**src/logic/monitor_pkg.sv**
```systemverilog
package monitor_pkg;

    ////////////////////////////////////////
    // widths
    ////////////////////////////////////////
    localparam int XLEN       = 32;
    localparam int REG_ADDR_W = 5;
    localparam int MASK_W     = 4;  // byte lanes per word
    localparam int COUNT_W    = 32;

    ////////////////////////////////////////
    // instruction words
    ////////////////////////////////////////
    localparam logic [XLEN-1:0] INSN_HALT_BEQ  = 32'h0000_0063; // beq x0, x0, 0
    localparam logic [XLEN-1:0] INSN_HALT_JAL  = 32'h0000_006f; // jal x0, 0
    localparam logic [XLEN-1:0] INSN_HALT_SLTI = 32'hf000_2013; // slti x0 halt marker
    localparam logic [XLEN-1:0] INSN_SEG_START = 32'h0010_2013;
    localparam logic [XLEN-1:0] INSN_SEG_STOP  = 32'h0020_2013;

    typedef enum logic [1:0] {
        MARK_NONE,
        MARK_SEG_START,
        MARK_SEG_STOP
    } marker_e;

    typedef enum logic [1:0] {
        ACC_NONE,
        ACC_LOAD,
        ACC_STORE
    } access_e;

    typedef enum logic [1:0] {
        SZ_NONE,
        SZ_BYTE,
        SZ_HALF,
        SZ_WORD
    } size_e;

    typedef enum logic {
        SEG_IDLE,
        SEG_RUN
    } seg_state_e;

endpackage
```
**src/logic/decoded_itf.sv**
```systemverilog
interface decoded_itf import monitor_pkg::*; ();

    logic                  dvalid;    // one-cycle strobe
    marker_e               marker;
    logic [XLEN-1:0]       pc;
    logic [XLEN-1:0]       insn;      // upper half cleared when compressed
    logic [REG_ADDR_W-1:0] rd_addr;
    logic [XLEN-1:0]       rd_wdata;
    access_e               access;
    size_e                 size;
    logic [XLEN-1:0]       mem_addr;  // byte address of lowest lane
    logic [XLEN-1:0]       mem_wdata;

    modport decode (
        output dvalid, marker, pc, insn, rd_addr, rd_wdata,
               access, size, mem_addr, mem_wdata
    );

    modport count (
        input dvalid, marker
    );

    modport trace (
        input dvalid, pc, insn, rd_addr, rd_wdata,
              access, size, mem_addr, mem_wdata
    );

endinterface

```
**src/logic/commit_monitor.sv**
```systemverilog
module commit_monitor import monitor_pkg::*; (
    input  logic                  itf,
    input  logic                  rst_n,

    // commit channel
    input  logic                  commit_valid,
    input  logic [XLEN-1:0]       commit_pc_rdata,
    input  logic [XLEN-1:0]       commit_pc_wdata,
    input  logic [XLEN-1:0]       commit_insn,
    input  logic [REG_ADDR_W-1:0] commit_rd_addr,
    input  logic [XLEN-1:0]       commit_rd_wdata,
    input  logic [XLEN-1:0]       commit_mem_addr,
    input  logic [MASK_W-1:0]     commit_mem_rmask,
    input  logic [MASK_W-1:0]     commit_mem_wmask,
    input  logic [XLEN-1:0]       commit_mem_wdata,

    output logic                  halted,

    // segment results
    output logic                  seg_done,
    output logic [COUNT_W-1:0]    seg_insts,
    output logic [COUNT_W-1:0]    seg_cycles,

    // trace record
    output logic                  trace_valid,
    output logic [XLEN-1:0]       trace_pc,
    output logic [XLEN-1:0]       trace_insn,
    output logic [REG_ADDR_W-1:0] trace_rd_addr,
    output logic [XLEN-1:0]       trace_rd_wdata,
    output access_e               trace_mem_kind,
    output logic [XLEN-1:0]       trace_mem_addr,
    output logic [XLEN-1:0]       trace_mem_data
);

    decoded_itf dec_bus ();

    commit_decode u_decode (
        .itf              (itf),
        .rst_n            (rst_n),
        .commit_valid     (commit_valid),
        .commit_pc_rdata  (commit_pc_rdata),
        .commit_pc_wdata  (commit_pc_wdata),
        .commit_insn      (commit_insn),
        .commit_rd_addr   (commit_rd_addr),
        .commit_rd_wdata  (commit_rd_wdata),
        .commit_mem_addr  (commit_mem_addr),
        .commit_mem_rmask (commit_mem_rmask),
        .commit_mem_wmask (commit_mem_wmask),
        .commit_mem_wdata (commit_mem_wdata),
        .halted           (halted),
        .dec              (dec_bus.decode)
    );

    segment_counter u_segment (
        .itf        (itf),
        .rst_n      (rst_n),
        .dec        (dec_bus.count),
        .seg_done   (seg_done),
        .seg_insts  (seg_insts),
        .seg_cycles (seg_cycles)
    );

    trace_result u_trace (
        .itf            (itf),
        .rst_n          (rst_n),
        .dec            (dec_bus.trace),
        .trace_valid    (trace_valid),
        .trace_pc       (trace_pc),
        .trace_insn     (trace_insn),
        .trace_rd_addr  (trace_rd_addr),
        .trace_rd_wdata (trace_rd_wdata),
        .trace_mem_kind (trace_mem_kind),
        .trace_mem_addr (trace_mem_addr),
        .trace_mem_data (trace_mem_data)
    );

endmodule

```
**src/logic/trace_result.sv**
```systemverilog
module trace_result import monitor_pkg::*; (
    input  logic                  itf,
    input  logic                  rst_n,
    decoded_itf.trace             dec,
    output logic                  trace_valid,
    output logic [XLEN-1:0]       trace_pc,
    output logic [XLEN-1:0]       trace_insn,
    output logic [REG_ADDR_W-1:0] trace_rd_addr,
    output logic [XLEN-1:0]       trace_rd_wdata,
    output access_e               trace_mem_kind,
    output logic [XLEN-1:0]       trace_mem_addr,
    output logic [XLEN-1:0]       trace_mem_data
);

    logic [XLEN-1:0] lane_data;
    logic [XLEN-1:0] mem_data_n;

    ////////////////////////////////////////
    // store data extraction
    ////////////////////////////////////////
    always_comb begin
        lane_data = dec.mem_wdata >> {dec.mem_addr[1:0], 3'b000}; // lowest lane to bit 0
        mem_data_n = '0;
        if (dec.access == ACC_STORE) begin
            case (dec.size)
                SZ_BYTE: mem_data_n = {24'h0, lane_data[7:0]};
                SZ_HALF: mem_data_n = {16'h0, lane_data[15:0]};
                SZ_WORD: mem_data_n = lane_data;
                default: mem_data_n = '0;
            endcase
        end
    end

    always_ff @(posedge itf) begin
        if (!rst_n) begin
            trace_valid <= 1'b0;
        end else begin
            trace_valid <= dec.dvalid;
        end
    end

    always_ff @(posedge itf) begin
        if (dec.dvalid) begin
            trace_pc       <= dec.pc;
            trace_insn     <= dec.insn;
            trace_rd_addr  <= dec.rd_addr;
            trace_rd_wdata <= dec.rd_wdata;
            trace_mem_kind <= dec.access;
            trace_mem_addr <= dec.mem_addr;
            trace_mem_data <= mem_data_n;
        end
    end

endmodule

```
**src/logic/segment_counter.sv**
```systemverilog
module segment_counter import monitor_pkg::*; (
    input  logic               itf,
    input  logic               rst_n,
    decoded_itf.count          dec,
    output logic               seg_done,
    output logic [COUNT_W-1:0] seg_insts,
    output logic [COUNT_W-1:0] seg_cycles
);

    seg_state_e         state;
    logic [COUNT_W-1:0] inst_cnt;
    logic [COUNT_W-1:0] cycle_cnt;
    logic               start_hit;
    logic               stop_hit;

    always_comb begin
        start_hit = dec.dvalid && (dec.marker == MARK_SEG_START);
        stop_hit  = dec.dvalid && (dec.marker == MARK_SEG_STOP) && (state == SEG_RUN);
    end

    ////////////////////////////////////////
    // segment FSM and counters
    ////////////////////////////////////////
    always_ff @(posedge itf) begin
        if (!rst_n) begin
            state      <= SEG_IDLE;
            inst_cnt   <= '0;
            cycle_cnt  <= '0;
            seg_done   <= 1'b0;
            seg_insts  <= '0;
            seg_cycles <= '0;
        end else begin
            seg_done  <= 1'b0;
            cycle_cnt <= cycle_cnt + 1'b1;
            if (dec.dvalid) inst_cnt <= inst_cnt + 1'b1;

            if (start_hit) begin
                state     <= SEG_RUN;   // restarts an open segment too
                inst_cnt  <= '0;        // marker itself not counted
                cycle_cnt <= '0;
            end else if (stop_hit) begin
                state      <= SEG_IDLE;
                seg_done   <= 1'b1;
                seg_insts  <= inst_cnt + 1'b1;  // stop marker counts
                seg_cycles <= cycle_cnt + 1'b1;
            end
        end
    end

endmodule

```
**src/logic/commit_decode.sv**
```systemverilog
module commit_decode import monitor_pkg::*; (
    input  logic                  itf,
    input  logic                  rst_n,
    input  logic                  commit_valid,
    input  logic [XLEN-1:0]       commit_pc_rdata,
    input  logic [XLEN-1:0]       commit_pc_wdata,
    input  logic [XLEN-1:0]       commit_insn,
    input  logic [REG_ADDR_W-1:0] commit_rd_addr,
    input  logic [XLEN-1:0]       commit_rd_wdata,
    input  logic [XLEN-1:0]       commit_mem_addr,
    input  logic [MASK_W-1:0]     commit_mem_rmask,
    input  logic [MASK_W-1:0]     commit_mem_wmask,
    input  logic [XLEN-1:0]       commit_mem_wdata,
    output logic                  halted,
    decoded_itf.decode            dec
);

    // index of the lowest set lane, zero for an empty mask
    function automatic logic [$clog2(MASK_W)-1:0] low_lane(input logic [MASK_W-1:0] mask);
        logic [$clog2(MASK_W)-1:0] idx;
        idx = '0;
        for (int i = MASK_W - 1; i >= 0; i--) begin
            if (mask[i]) idx = i[$clog2(MASK_W)-1:0];
        end
        return idx;
    endfunction

    logic            accept;
    logic            is_halt;
    logic [MASK_W-1:0] act_mask;
    marker_e         marker_n;
    access_e         access_n;
    size_e           size_n;
    logic [XLEN-1:0] insn_n;
    logic [XLEN-1:0] rd_wdata_n;
    logic [XLEN-1:0] mem_addr_n;

    ////////////////////////////////////////
    // classify
    ////////////////////////////////////////
    always_comb begin
        accept  = commit_valid && !halted; // nothing passes once halted
        is_halt = (commit_pc_rdata == commit_pc_wdata) ||
                  (commit_insn == INSN_HALT_BEQ) ||
                  (commit_insn == INSN_HALT_JAL) ||
                  (commit_insn == INSN_HALT_SLTI);

        if (commit_insn == INSN_SEG_START)     marker_n = MARK_SEG_START;
        else if (commit_insn == INSN_SEG_STOP) marker_n = MARK_SEG_STOP;
        else                                   marker_n = MARK_NONE;

        if (|commit_mem_wmask) begin
            access_n = ACC_STORE;
            act_mask = commit_mem_wmask;
        end else if (|commit_mem_rmask) begin
            access_n = ACC_LOAD;
            act_mask = commit_mem_rmask;
        end else begin
            access_n = ACC_NONE;
            act_mask = '0;
        end

        case ($countones(commit_mem_wmask))
            1:       size_n = SZ_BYTE;
            2:       size_n = SZ_HALF;
            4:       size_n = SZ_WORD;
            default: size_n = SZ_NONE; // odd lane counts have no size
        endcase

        mem_addr_n = {commit_mem_addr[XLEN-1:2], 2'b00} + XLEN'(low_lane(act_mask));
        insn_n     = (commit_insn[1:0] == 2'b11) ? commit_insn : {16'h0, commit_insn[15:0]};
        rd_wdata_n = (commit_rd_addr == '0) ? '0 : commit_rd_wdata;
    end

    always_ff @(posedge itf) begin
        if (!rst_n) begin
            halted     <= 1'b0;
            dec.dvalid <= 1'b0;
        end else begin
            dec.dvalid <= accept;
            if (accept && is_halt) halted <= 1'b1; // sticky until reset
        end
    end

    always_ff @(posedge itf) begin
        if (accept) begin
            dec.marker    <= marker_n;
            dec.pc        <= commit_pc_rdata;
            dec.insn      <= insn_n;
            dec.rd_addr   <= commit_rd_addr;
            dec.rd_wdata  <= rd_wdata_n;
            dec.access    <= access_n;
            dec.size      <= size_n;
            dec.mem_addr  <= mem_addr_n;
            dec.mem_wdata <= commit_mem_wdata;
        end
    end

endmodule

```
**config.mk**
```make
export PLATFORM = sky130hd
export DESIGN_NAME = commit_monitor
export DESIGN_NICKNAME = d
export VERILOG_FILES = /design/src/logic/monitor_pkg.sv /design/src/logic/decoded_itf.sv /design/src/logic/commit_monitor.sv /design/src/logic/trace_result.sv /design/src/logic/segment_counter.sv /design/src/logic/commit_decode.sv
export SDC_FILE = /design/constraint.sdc
export NUM_CORES = 1
export LEC_CHECK = 0
export BUFFER_PORTS_ARGS = -buffer_cell sky130_fd_sc_hd__buf_2
export CAP_MARGIN = 30
export CORE_ASPECT_RATIO = 0.8
export CORE_MARGIN = 1
export CORE_UTILIZATION = 45
export CTS_CLUSTER_SIZE = 12
export DETAILED_ROUTE_END_ITERATION = 16
export PLACE_DENSITY = 0.72
export RECOVER_POWER = 50
export SETUP_SLACK_MARGIN = 0.2
export SYNTH_ARGS = -nofsm -noshare
export SYNTH_HDL_FRONTEND = slang
export SYNTH_SLANG_ARGS = --single-unit
```
**constraint.sdc**
```tcl
create_clock -name itf -period 9 [get_ports itf]
set_input_delay 0.45 -clock itf [delete_from_list [all_inputs] [get_ports itf]]
set_output_delay 0.45 -clock itf [all_outputs]
set_load 0.05 [all_outputs]
```
==> metrics, run 1 <==
mean post-synth cell area=14.1 µm²; startpoint types=flop; setup_tns=0 ps; port bufs=439; Worst VDD drop=0.116 mV; Ys Warns=0; initial antenna violation count=5; Worst-path clk slew=60 ps; max-cap violations=2; Pwr Density=221 nW/µm²; final period utilization=0.363; register area share after synthesis=0.739; Slew @ Worst Pin=~1900 ps; FMAX=306 MHz; DRC errors left=0; gr usage total=0.210; Die W=221 µm; CTS tree=built; clk_skew=28.4 ps; first-pass GRT wire length=63300 µm; clk_lat worst skew=560 ps; Initial Utilization=0.462; clock root cell=clkbuf_16; IO Pins=442; Placer Congestion=about 0.86; CTS max path bufs=3; syn nets=1446; Worst setup EP type=flop; endpoints failing setup=0; gr ovfl total=0; HP Class=in -> reg; H-Tree Depth=2; most frequent cells in the layout=edfxtp_1 (338), clkbuf_1 (268), buf_2 (187), dfxtp_1 (133), nor2_1 (121); multi-input logic area=4240 µm²; routed length per placed instance=19.6 µm; CTS Hold Bufs=0; Post-Synthesis Cells=about 1200; unrepaired setup endpoints after global routing=false; DP HPWL=between 20000 and 30000 µm; Post-CTS Setup Bufs=0; Crit Path Max Fanout=71; Via density=between 5 and 6; Cell Area, Synth=17300 µm²; FP Rows=63; remaining antenna violation count=0; relative slew slack=-0.285; TritonCTS Buffers=46; vias in the first global route=10900; DRT Pass-1 Iters=5; Die H=178 µm; register area=12800 µm²; final hold violation count=0; starting DRC count in detailed routing=765; LEAKAGE=roughly 0.0074 µW; CP arrival=3490 ps; Slew Viols, Final=88; # nets final=1884; post-route insts no fill=~2200; total core area=37500 µm²; die area=~39000 µm²; Crit Path Class=reg -> reg; Clock Sink Count=471; Synth-to-Final Area Change=21.6%; largest area contributor in the netlist=edfxtp_1; DRT Wirelength=42800 µm; fin crit period=~3300 ps; Worst EP required=~9200 ps; largest net degree at the start of global routing=~160; Synth top area share=0.585; # fillers=3133; status=finished with violations; Placed Instances=2106; failing checks=max-capacitance violations, max-slew violations; synth top area cells=edfxtp_1 (59%), dfxtp_1 (15%), xor2_1 (3.6%), nor2_1 (2.6%), xnor2_1 (2.0%); Netlist cell types=49; via count=11300; share of cells above drive strength 1=0.154; most common cell after layout, fill and taps aside=edfxtp_1; #FFs+latches synth=about 470; post-CTS sizing=0
==> cell usage after synthesis, drive strengths merged <==
master,instances
a211oi,32
a21oi,64
a31oi,2
a41oi,1
and2,15
and3,21
and3b,2
and4,7
buf,20
clkbuf,40
dfxtp,133
edfxtp,338
fa,1
ha,7
inv,16
mux2i,19
nand2,42
nand3,29
nand3b,1
nand4,35
nand4b,1
nor2,122
nor2b,44
nor3,18
nor3b,1
nor4,20
nor4b,1
nor4bb,1
o2111ai,1
o211ai,3
o21a,1
o21ai,58
o22ai,3
o32ai,1
o41ai,1
or2,1
or3,10
or4,6
xnor2,40
xor2,72
==> power by group <==
group	internal, µW	switching [µW]
sequential	2470	41.9
combinational	93.6	341
clock	963	768
total	3520	1150
==> stage by stage <==
step                power, µW  hold slack [ps]   util  instance area, µm²  setup WS [ps]
floorplan                2850              400      -               17300            259
global placement         2990              400  0.533               20000           6070
detailed placement       3000              405  0.535               20100           6410
CTS                      4730             27.0  0.570               21400           6360
global route             4820             29.0  0.562               21100           5450
finish                   4670             62.2  0.562               21100           5730
==> critical path, cell delays in order (launching register included) <==
cell	delay, ps
dfxtp_1	1020
clkbuf_1	730
buf_16	400
buf_4	360
buf_16	340
==> routing by layer <==
layer  wire (µm)  GRT usage  vias up
met5          13          0        -
met4        1340     0.0715        2
met3        3260     0.0553       82
met2       21300      0.364      451
met1       16900      0.255     5435
li1            -          -     5365
==> final timing paths <==
check                           cells after the start                    endpoint             startpoint  slack, ps
worst max-delay path                                4  u_trace.trace_mem_data[28]    u_decode.dec.dvalid       5730
worst min register to register                      0      u_trace.trace_insn[25]  u_decode.dec.insn[25]        410
worst max register to register                      4  u_trace.trace_mem_data[28]    u_decode.dec.dvalid       5730
worst min-delay path                                1  u_decode.dec.mem_wdata[26]   commit_mem_wdata[26]         60
==> area by class of cell <==
type / instances / area share
Sequential cell: 471 / 0.607
Clock inverter: 5 / 0.00297
Multi-Input combinational cell: 683 / 0.201
Inverter: 16 / 0.00285
Clock buffer: 64 / 0.0593
Tap cell: 487 / 0.0289
Timing Repair Buffer: 450 / 0.0970
Antenna cell: 4 / 0.000475
==> logic make-up after synthesis <==
kind of cell | count (synthesis) | synth area share
buf+inv | 76 | 0.0176
simple gates | 377 | 0.115
flops | 471 | 0.739
compound gates | 167 | 0.0546
mux | 19 | 0.0110
fa+ha+maj | 8 | 0.00620
xor+xnor | 112 | 0.0566
==> registers in the layout (all words and copies together), names as in the netlist, 5 cells and up <==
name and count:
u_decode.dec.insn 32, u_decode.dec.mem_addr 32, u_decode.dec.mem_wdata 32, u_decode.dec.pc 32
u_decode.dec.rd_addr 5, u_decode.dec.rd_wdata 32, u_segment.cycle_cnt 32, u_segment.inst_cnt 32
u_segment.seg_cycles 32, u_segment.seg_insts 32, u_trace.trace_insn 32, u_trace.trace_mem_addr 32
u_trace.trace_mem_data 32, u_trace.trace_pc 32, u_trace.trace_rd_addr 5, u_trace.trace_rd_wdata 32
Power figures use the tool's default switching activity.
==> run 2: changes to the inputs <==
Settings changed: PLACE_DENSITY 0.72 to 0.69.
Clock period 9 ns to 3.2 ns, I/O delays scaled along.
==> run 2 against run 1 <==
Compared with the run above:
- the run still ends with max-capacitance violations, max-slew violations left
- flip-flop and latch count is the same
- cell area rose by 8.1%
- via count up 7.7%
- die area stayed put
- non-clock buffer count rose by 173
- sequential power rose to 2.8 times the previous value
- sequential share of layout area shrank 4.5 points
- worst setup slack got worse by 5200 ps
- clock skew shrank 14 ps
- first-iteration DRC count up 6.0%
- largest power group unchanged
==> metrics, run 2 (synthesized netlist as in run 1, its figures left out) <==
DRT Pass-1 Iters=5; Die H=178 µm; CP arrival=2950 ps; fin crit period=2650 ps; setup_tns=0 ps; Placer Congestion=0.820; FMAX=378 MHz; max-cap violations=1; CTS tree=built; setup ws final=~550 ps; final period utilization=0.828; DP HPWL=between 20000 and 30000 µm; most frequent cells in the layout=edfxtp_1 (338), clkbuf_1 (310), dlygate4sd3_1 (170), buf_2 (141), dfxtp_1 (132); Pwr Density=597 nW/µm²; P_int=10200 µW; via count=12200; gr usage total=0.226; Die W=221 µm; initial antenna violation count=5; Worst-path clk slew=60 ps; HP Class=in -> reg; reg2reg start=u_decode.dec.mem_addr[0]; Clock power frac=0.378; first-pass GRT wire length=slightly below 70000 µm; Crit Path Class=reg -> reg; DRT Wirelength=46200 µm; starting DRC count in detailed routing=approximately 800; Synth-to-Final Area Change=31.4%; DRC errors left=0; status=finished with violations; vias in the first global route=approximately 12000; relative slew slack=-0.137; Worst EP required=3510 ps; FP Rows=63; CTS max path bufs=3; Via density=around 5.2; Placed Instances=about 2100; endpoints failing setup=0; Worst VDD drop=0.444 mV; most common cell after layout, fill and taps aside=edfxtp_1; unrepaired setup endpoints after global routing=false; TritonCTS Buffers=47; Gate power share=0.103; gr ovfl total=0; # nets final=2058; post-CTS sizing=0; pre-CTS WS=~900 ps; IO Pins=~440; switching power total=3380 µW; clk_lat worst skew=about 560 ps; failing checks=max-capacitance violations, max-slew violations; # fillers=2967; Initial Utilization=0.462; post-route insts no fill=2355; LEAKAGE=0.00801 µW; port bufs=about 440; share of cells above drive strength 1=0.120; routed length per placed instance=19.6 µm; die area=39300 µm²; Crit Path Max Fanout=34; remaining antenna violation count=0; Slew @ Worst Pin=roughly 1700 ps; Slew Viols, Final=35; largest net degree at the start of global routing=170; clock root cell=clkbuf_16; H-Tree Depth=2; Reg power frac=0.519; clk_skew=14.3 ps; Worst Hold Launch=commit_pc_wdata[31]; startpoint types=flop; Clock Sink Count=471; Worst Setup SP=u_decode.dec.mem_addr[0]; Worst setup EP type=flop; final hold violation count=0; Sw Ratio=0.248; total core area=37500 µm²
-- run 2: cell count changes in the layout (fill, tap and decap cells not counted), sizes merged --
cell         delta
dlygate4sd3   +170
clkbuf         +43
buf            -42
clkinv          +2
bufinv          +1
diode           +1
-- run 2: path summary, 6_finish.rpt --
path | cells past startpoint | to | slack [ps]
worst max-delay path | 3 | u_trace.trace_mem_data[29] | 550
worst max register to register | 3 | u_trace.trace_mem_data[29] | 550
worst min-delay path | 4 | u_decode.halted | 40
worst min register to register | 0 | u_trace.trace_mem_addr[7] | 410
-- run 2: metal layers --
layer  GRT usage  part of all wire  wire length [µm]  vias to the layer above
met2       0.383              0.49             22800                      476
met1       0.282              0.40             18500                     5917
met5           0           0.00028                13                        -
li1            -                 -                 -                     5701
met3      0.0485             0.068              3150                      116
met4      0.0972             0.039              1820                        2
-- run 2: through the flow --
stage	hold slack (ps)	area, µm²	total power [µW]	util
6_report	36.7	22800	13600	0.608
5_1_grt	64.9	22800	14000	0.607
4_1_cts	5.83	23200	13700	0.618
3_5_place_dp	338	20100	8430	0.535
3_3_place_gp	338	20100	8400	0.535
2_1_floorplan	259	17400	7980	-
-- run 2: repair_timing --
| action | CTS | global route |
|---|---|---|
| buffers inserted | 0 | 0 |
| hold buffers | 170 | 0 |
| hold endpoints to repair | 170 | 0 |
-- run 2: cell type report --
type / instances / area, µm² / area share
clock buffers: 62 / 1300 / 0.0569
inverters: 16 / 60.1 / 0.00263
flip-flops and latches: 471 / 12800 / 0.562
diodes: 5 / 12.5 / 0.000549
clock inverters: 8 / 100 / 0.00439
well taps: 487 / 609 / 0.0267
repair buffers: 623 / 3660 / 0.161
multi-input cells: 683 / 4240 / 0.186
-- run 2: power by group through the flow --
| stage | clock network [µW] | registers, µW | logic (µW) |
|---|---|---|---|
| CTS | 5190 | 7040 | 1440 |
| floorplan | 0 | 7740 | 241 |
| global route | 5480 | 7090 | 1460 |
| detailed placement | 0 | 7170 | 1260 |
| finish | 5150 | 7060 | 1400 |
| global placement | 0 | 7150 | 1240 |
-- run 2: critical path: stages (launching register included) --
cell      delay (ps)
edfxtp_1         330
clkbuf_1        1230
nor2_1           490
and2_1           330
==> run 3: changes to the inputs <==
Settings changed: PLACE_DENSITY 0.69 to 0.72.
Clock period 3.2 ns to 2.3 ns, I/O delays scaled along.
==> run 3 against run 2 <==
Compared with the run above:
- the flow now finishes without violations
- hold slack improved by 30 ps
- worst setup slack got worse by 270 ps
- utilization grew 1.1 points
- sequential power up 39%
- via count grew 1.4%
- clock skew decreased by 2.1 ps
- final cell count grew 1.4%
- clock power grew 40%
- critical path depth down 1
- non-clock buffer count rose by 23
- cell area grew 1.8%
==> metrics, run 3 (synthesized netlist as in run 1, its figures left out) <==
Synth-to-Final Area Change=33.9%; startpoint types=flop; Slew @ Worst Pin=979 ps; Worst setup EP type=flop; initial antenna violation count=10; share of cells above drive strength 1=0.161; crit path buf inv count=2; Worst-path clk slew=60 ps; internal reg-to-reg setup slack=280 ps; Worst path slowest cell=clkbuf_2; Die W=221 µm; Worst path top cell family by delay=buffers and inverters; Slew Viols, Final=0; FP Rows=between 60 and 70; clk_lat worst skew=560 ps; Worst Setup SP=u_decode.dec.dvalid; setup ws final=281 ps; max-cap violations=0; Via density=5.19; LEAKAGE=slightly above 0.008 µW; largest net degree at the start of global routing=between 100 and 150; unrepaired setup endpoints after global routing=true; CTS tree=built; gr usage total=0.236; die area=39300 µm²; endpoints failing setup=0; Worst Hold Launch=commit_pc_wdata[12]; relative slew slack=0.348; final hold violation count=0; most common cell after layout, fill and taps aside=edfxtp_1; remaining antenna violation count=0; H-Tree Depth=2; Crit Path Class=reg -> reg; Placer Congestion=0.864; IO Pins=around 440; most frequent cells in the layout=edfxtp_1 (338), clkbuf_1 (292), dlygate4sd3_1 (173), buf_2 (168), dfxtp_1 (131); starting DRC count in detailed routing=between 800 and 900; CP arrival=roughly 2200 ps; hold endpoint=u_decode.halted; hold depth=5; CTS max path bufs=3; setup_tns=0 ps; HP Class=in -> reg; Crit Path Max Fanout=31; Pwr Density=slightly above 800 nW/µm²; pre-CTS WS=roughly 150 ps; DRT Wirelength=47700 µm; Worst EP required=2510 ps; # nets final=2081; fin crit period=2020 ps; final period utilization=0.878; status=completed; Die H=178 µm; DRT Pass-1 Iters=5; clock root cell=clkbuf_16; DP HPWL=around 31000 µm; clk_skew=between 10 and 15 ps; routed length per placed instance=20.0 µm; reg2reg start=u_decode.dec.dvalid; Clock Sink Count=471; max incr delay on CP=630 ps; Worst R2R Path Depth=2; Crit Reg-Reg Endpoint=u_trace.trace_mem_data[7]; TritonCTS Buffers=47; port bufs=~440; Worst VDD drop=~0.53 mV; vias in the first global route=about 12000; DRC errors left=0; gr ovfl total=0; total core area=37500 µm²; FMAX=495 MHz; via count=about 12000; first-pass GRT wire length=~70000 µm; Initial Utilization=0.462; worst hold slack=around 67 ps; crit-path cells=clkbuf_2, buf_4
[run 3: cell count changes in the layout (fill, tap and decap cells not counted), moves of 10 or more]
cell,previous run,this run
a21oi_1,64,40
a21oi_2,0,24
buf_2,141,168
buf_4,9,23
clkbuf_1,310,292
o21ai_0,41,31
o21ai_1,16,26
[run 3: area by class of cell]
class,instances,area [µm²]
fillers,2913,14300
flip-flops and latches,471,12800
multi-input cells,683,4390
repair buffers,646,3900
clock buffers,67,1280
well taps,487,609
clock inverters,9,131
inverters,16,60.1
diodes,8,20.0
[run 3: what timing repair did]
action                                  CTS  global route
gates cloned                              0             0
setup buffers                             2             1
resized for setup                         1             3
hold buffers                            173             0
hold endpoints to repair                174             0
pin swaps                                 1             1
endpoints found under the setup margin    7             4
[run 3: worst min-delay path, cell delays in order]
cell	delay, ps
buf_2	90
xnor2_1	70
nand4_1	100
or4_1	130
o22ai_1	70
[run 3: layer usage]
layer  track usage  routed length (µm)
met5             0                  11
met4        0.0987                2220
met3        0.0561                3420
met2         0.413               23600
met1         0.280               18500
[run 3: how the worst max path moves through the flow]
stage                                       to  cells past startpoint  slack, ps
floorplan               u_decode.dec.access[0]                      1      -1090
global placement       u_segment.seg_insts[30]                      6        230
detailed placement     u_segment.seg_insts[30]                      6        150
CTS                     u_segment.inst_cnt[20]                      7        230
global route        u_trace.trace_mem_data[14]                      2        170
finish               u_trace.trace_mem_data[7]                      2        280
[run 3: stage by stage]
stage	std cells	instance area, µm²	power [µW]	utilization
2_1_floorplan	1230	17700	11100	-
3_3_place_gp	2127	20400	11700	0.543
3_5_place_dp	2127	20400	11800	0.543
4_1_cts	2378	23500	19200	0.627
5_1_grt	2386	23200	19600	0.619
6_report	2387	23200	19100	0.619
[run 3: power by group]
part / internal, µW / switching [µW] / total (µW)
sequential: 9650 / 186 / 9830
clock: 4090 / 3130 / 7230
combinational: 570 / 1430 / 2000
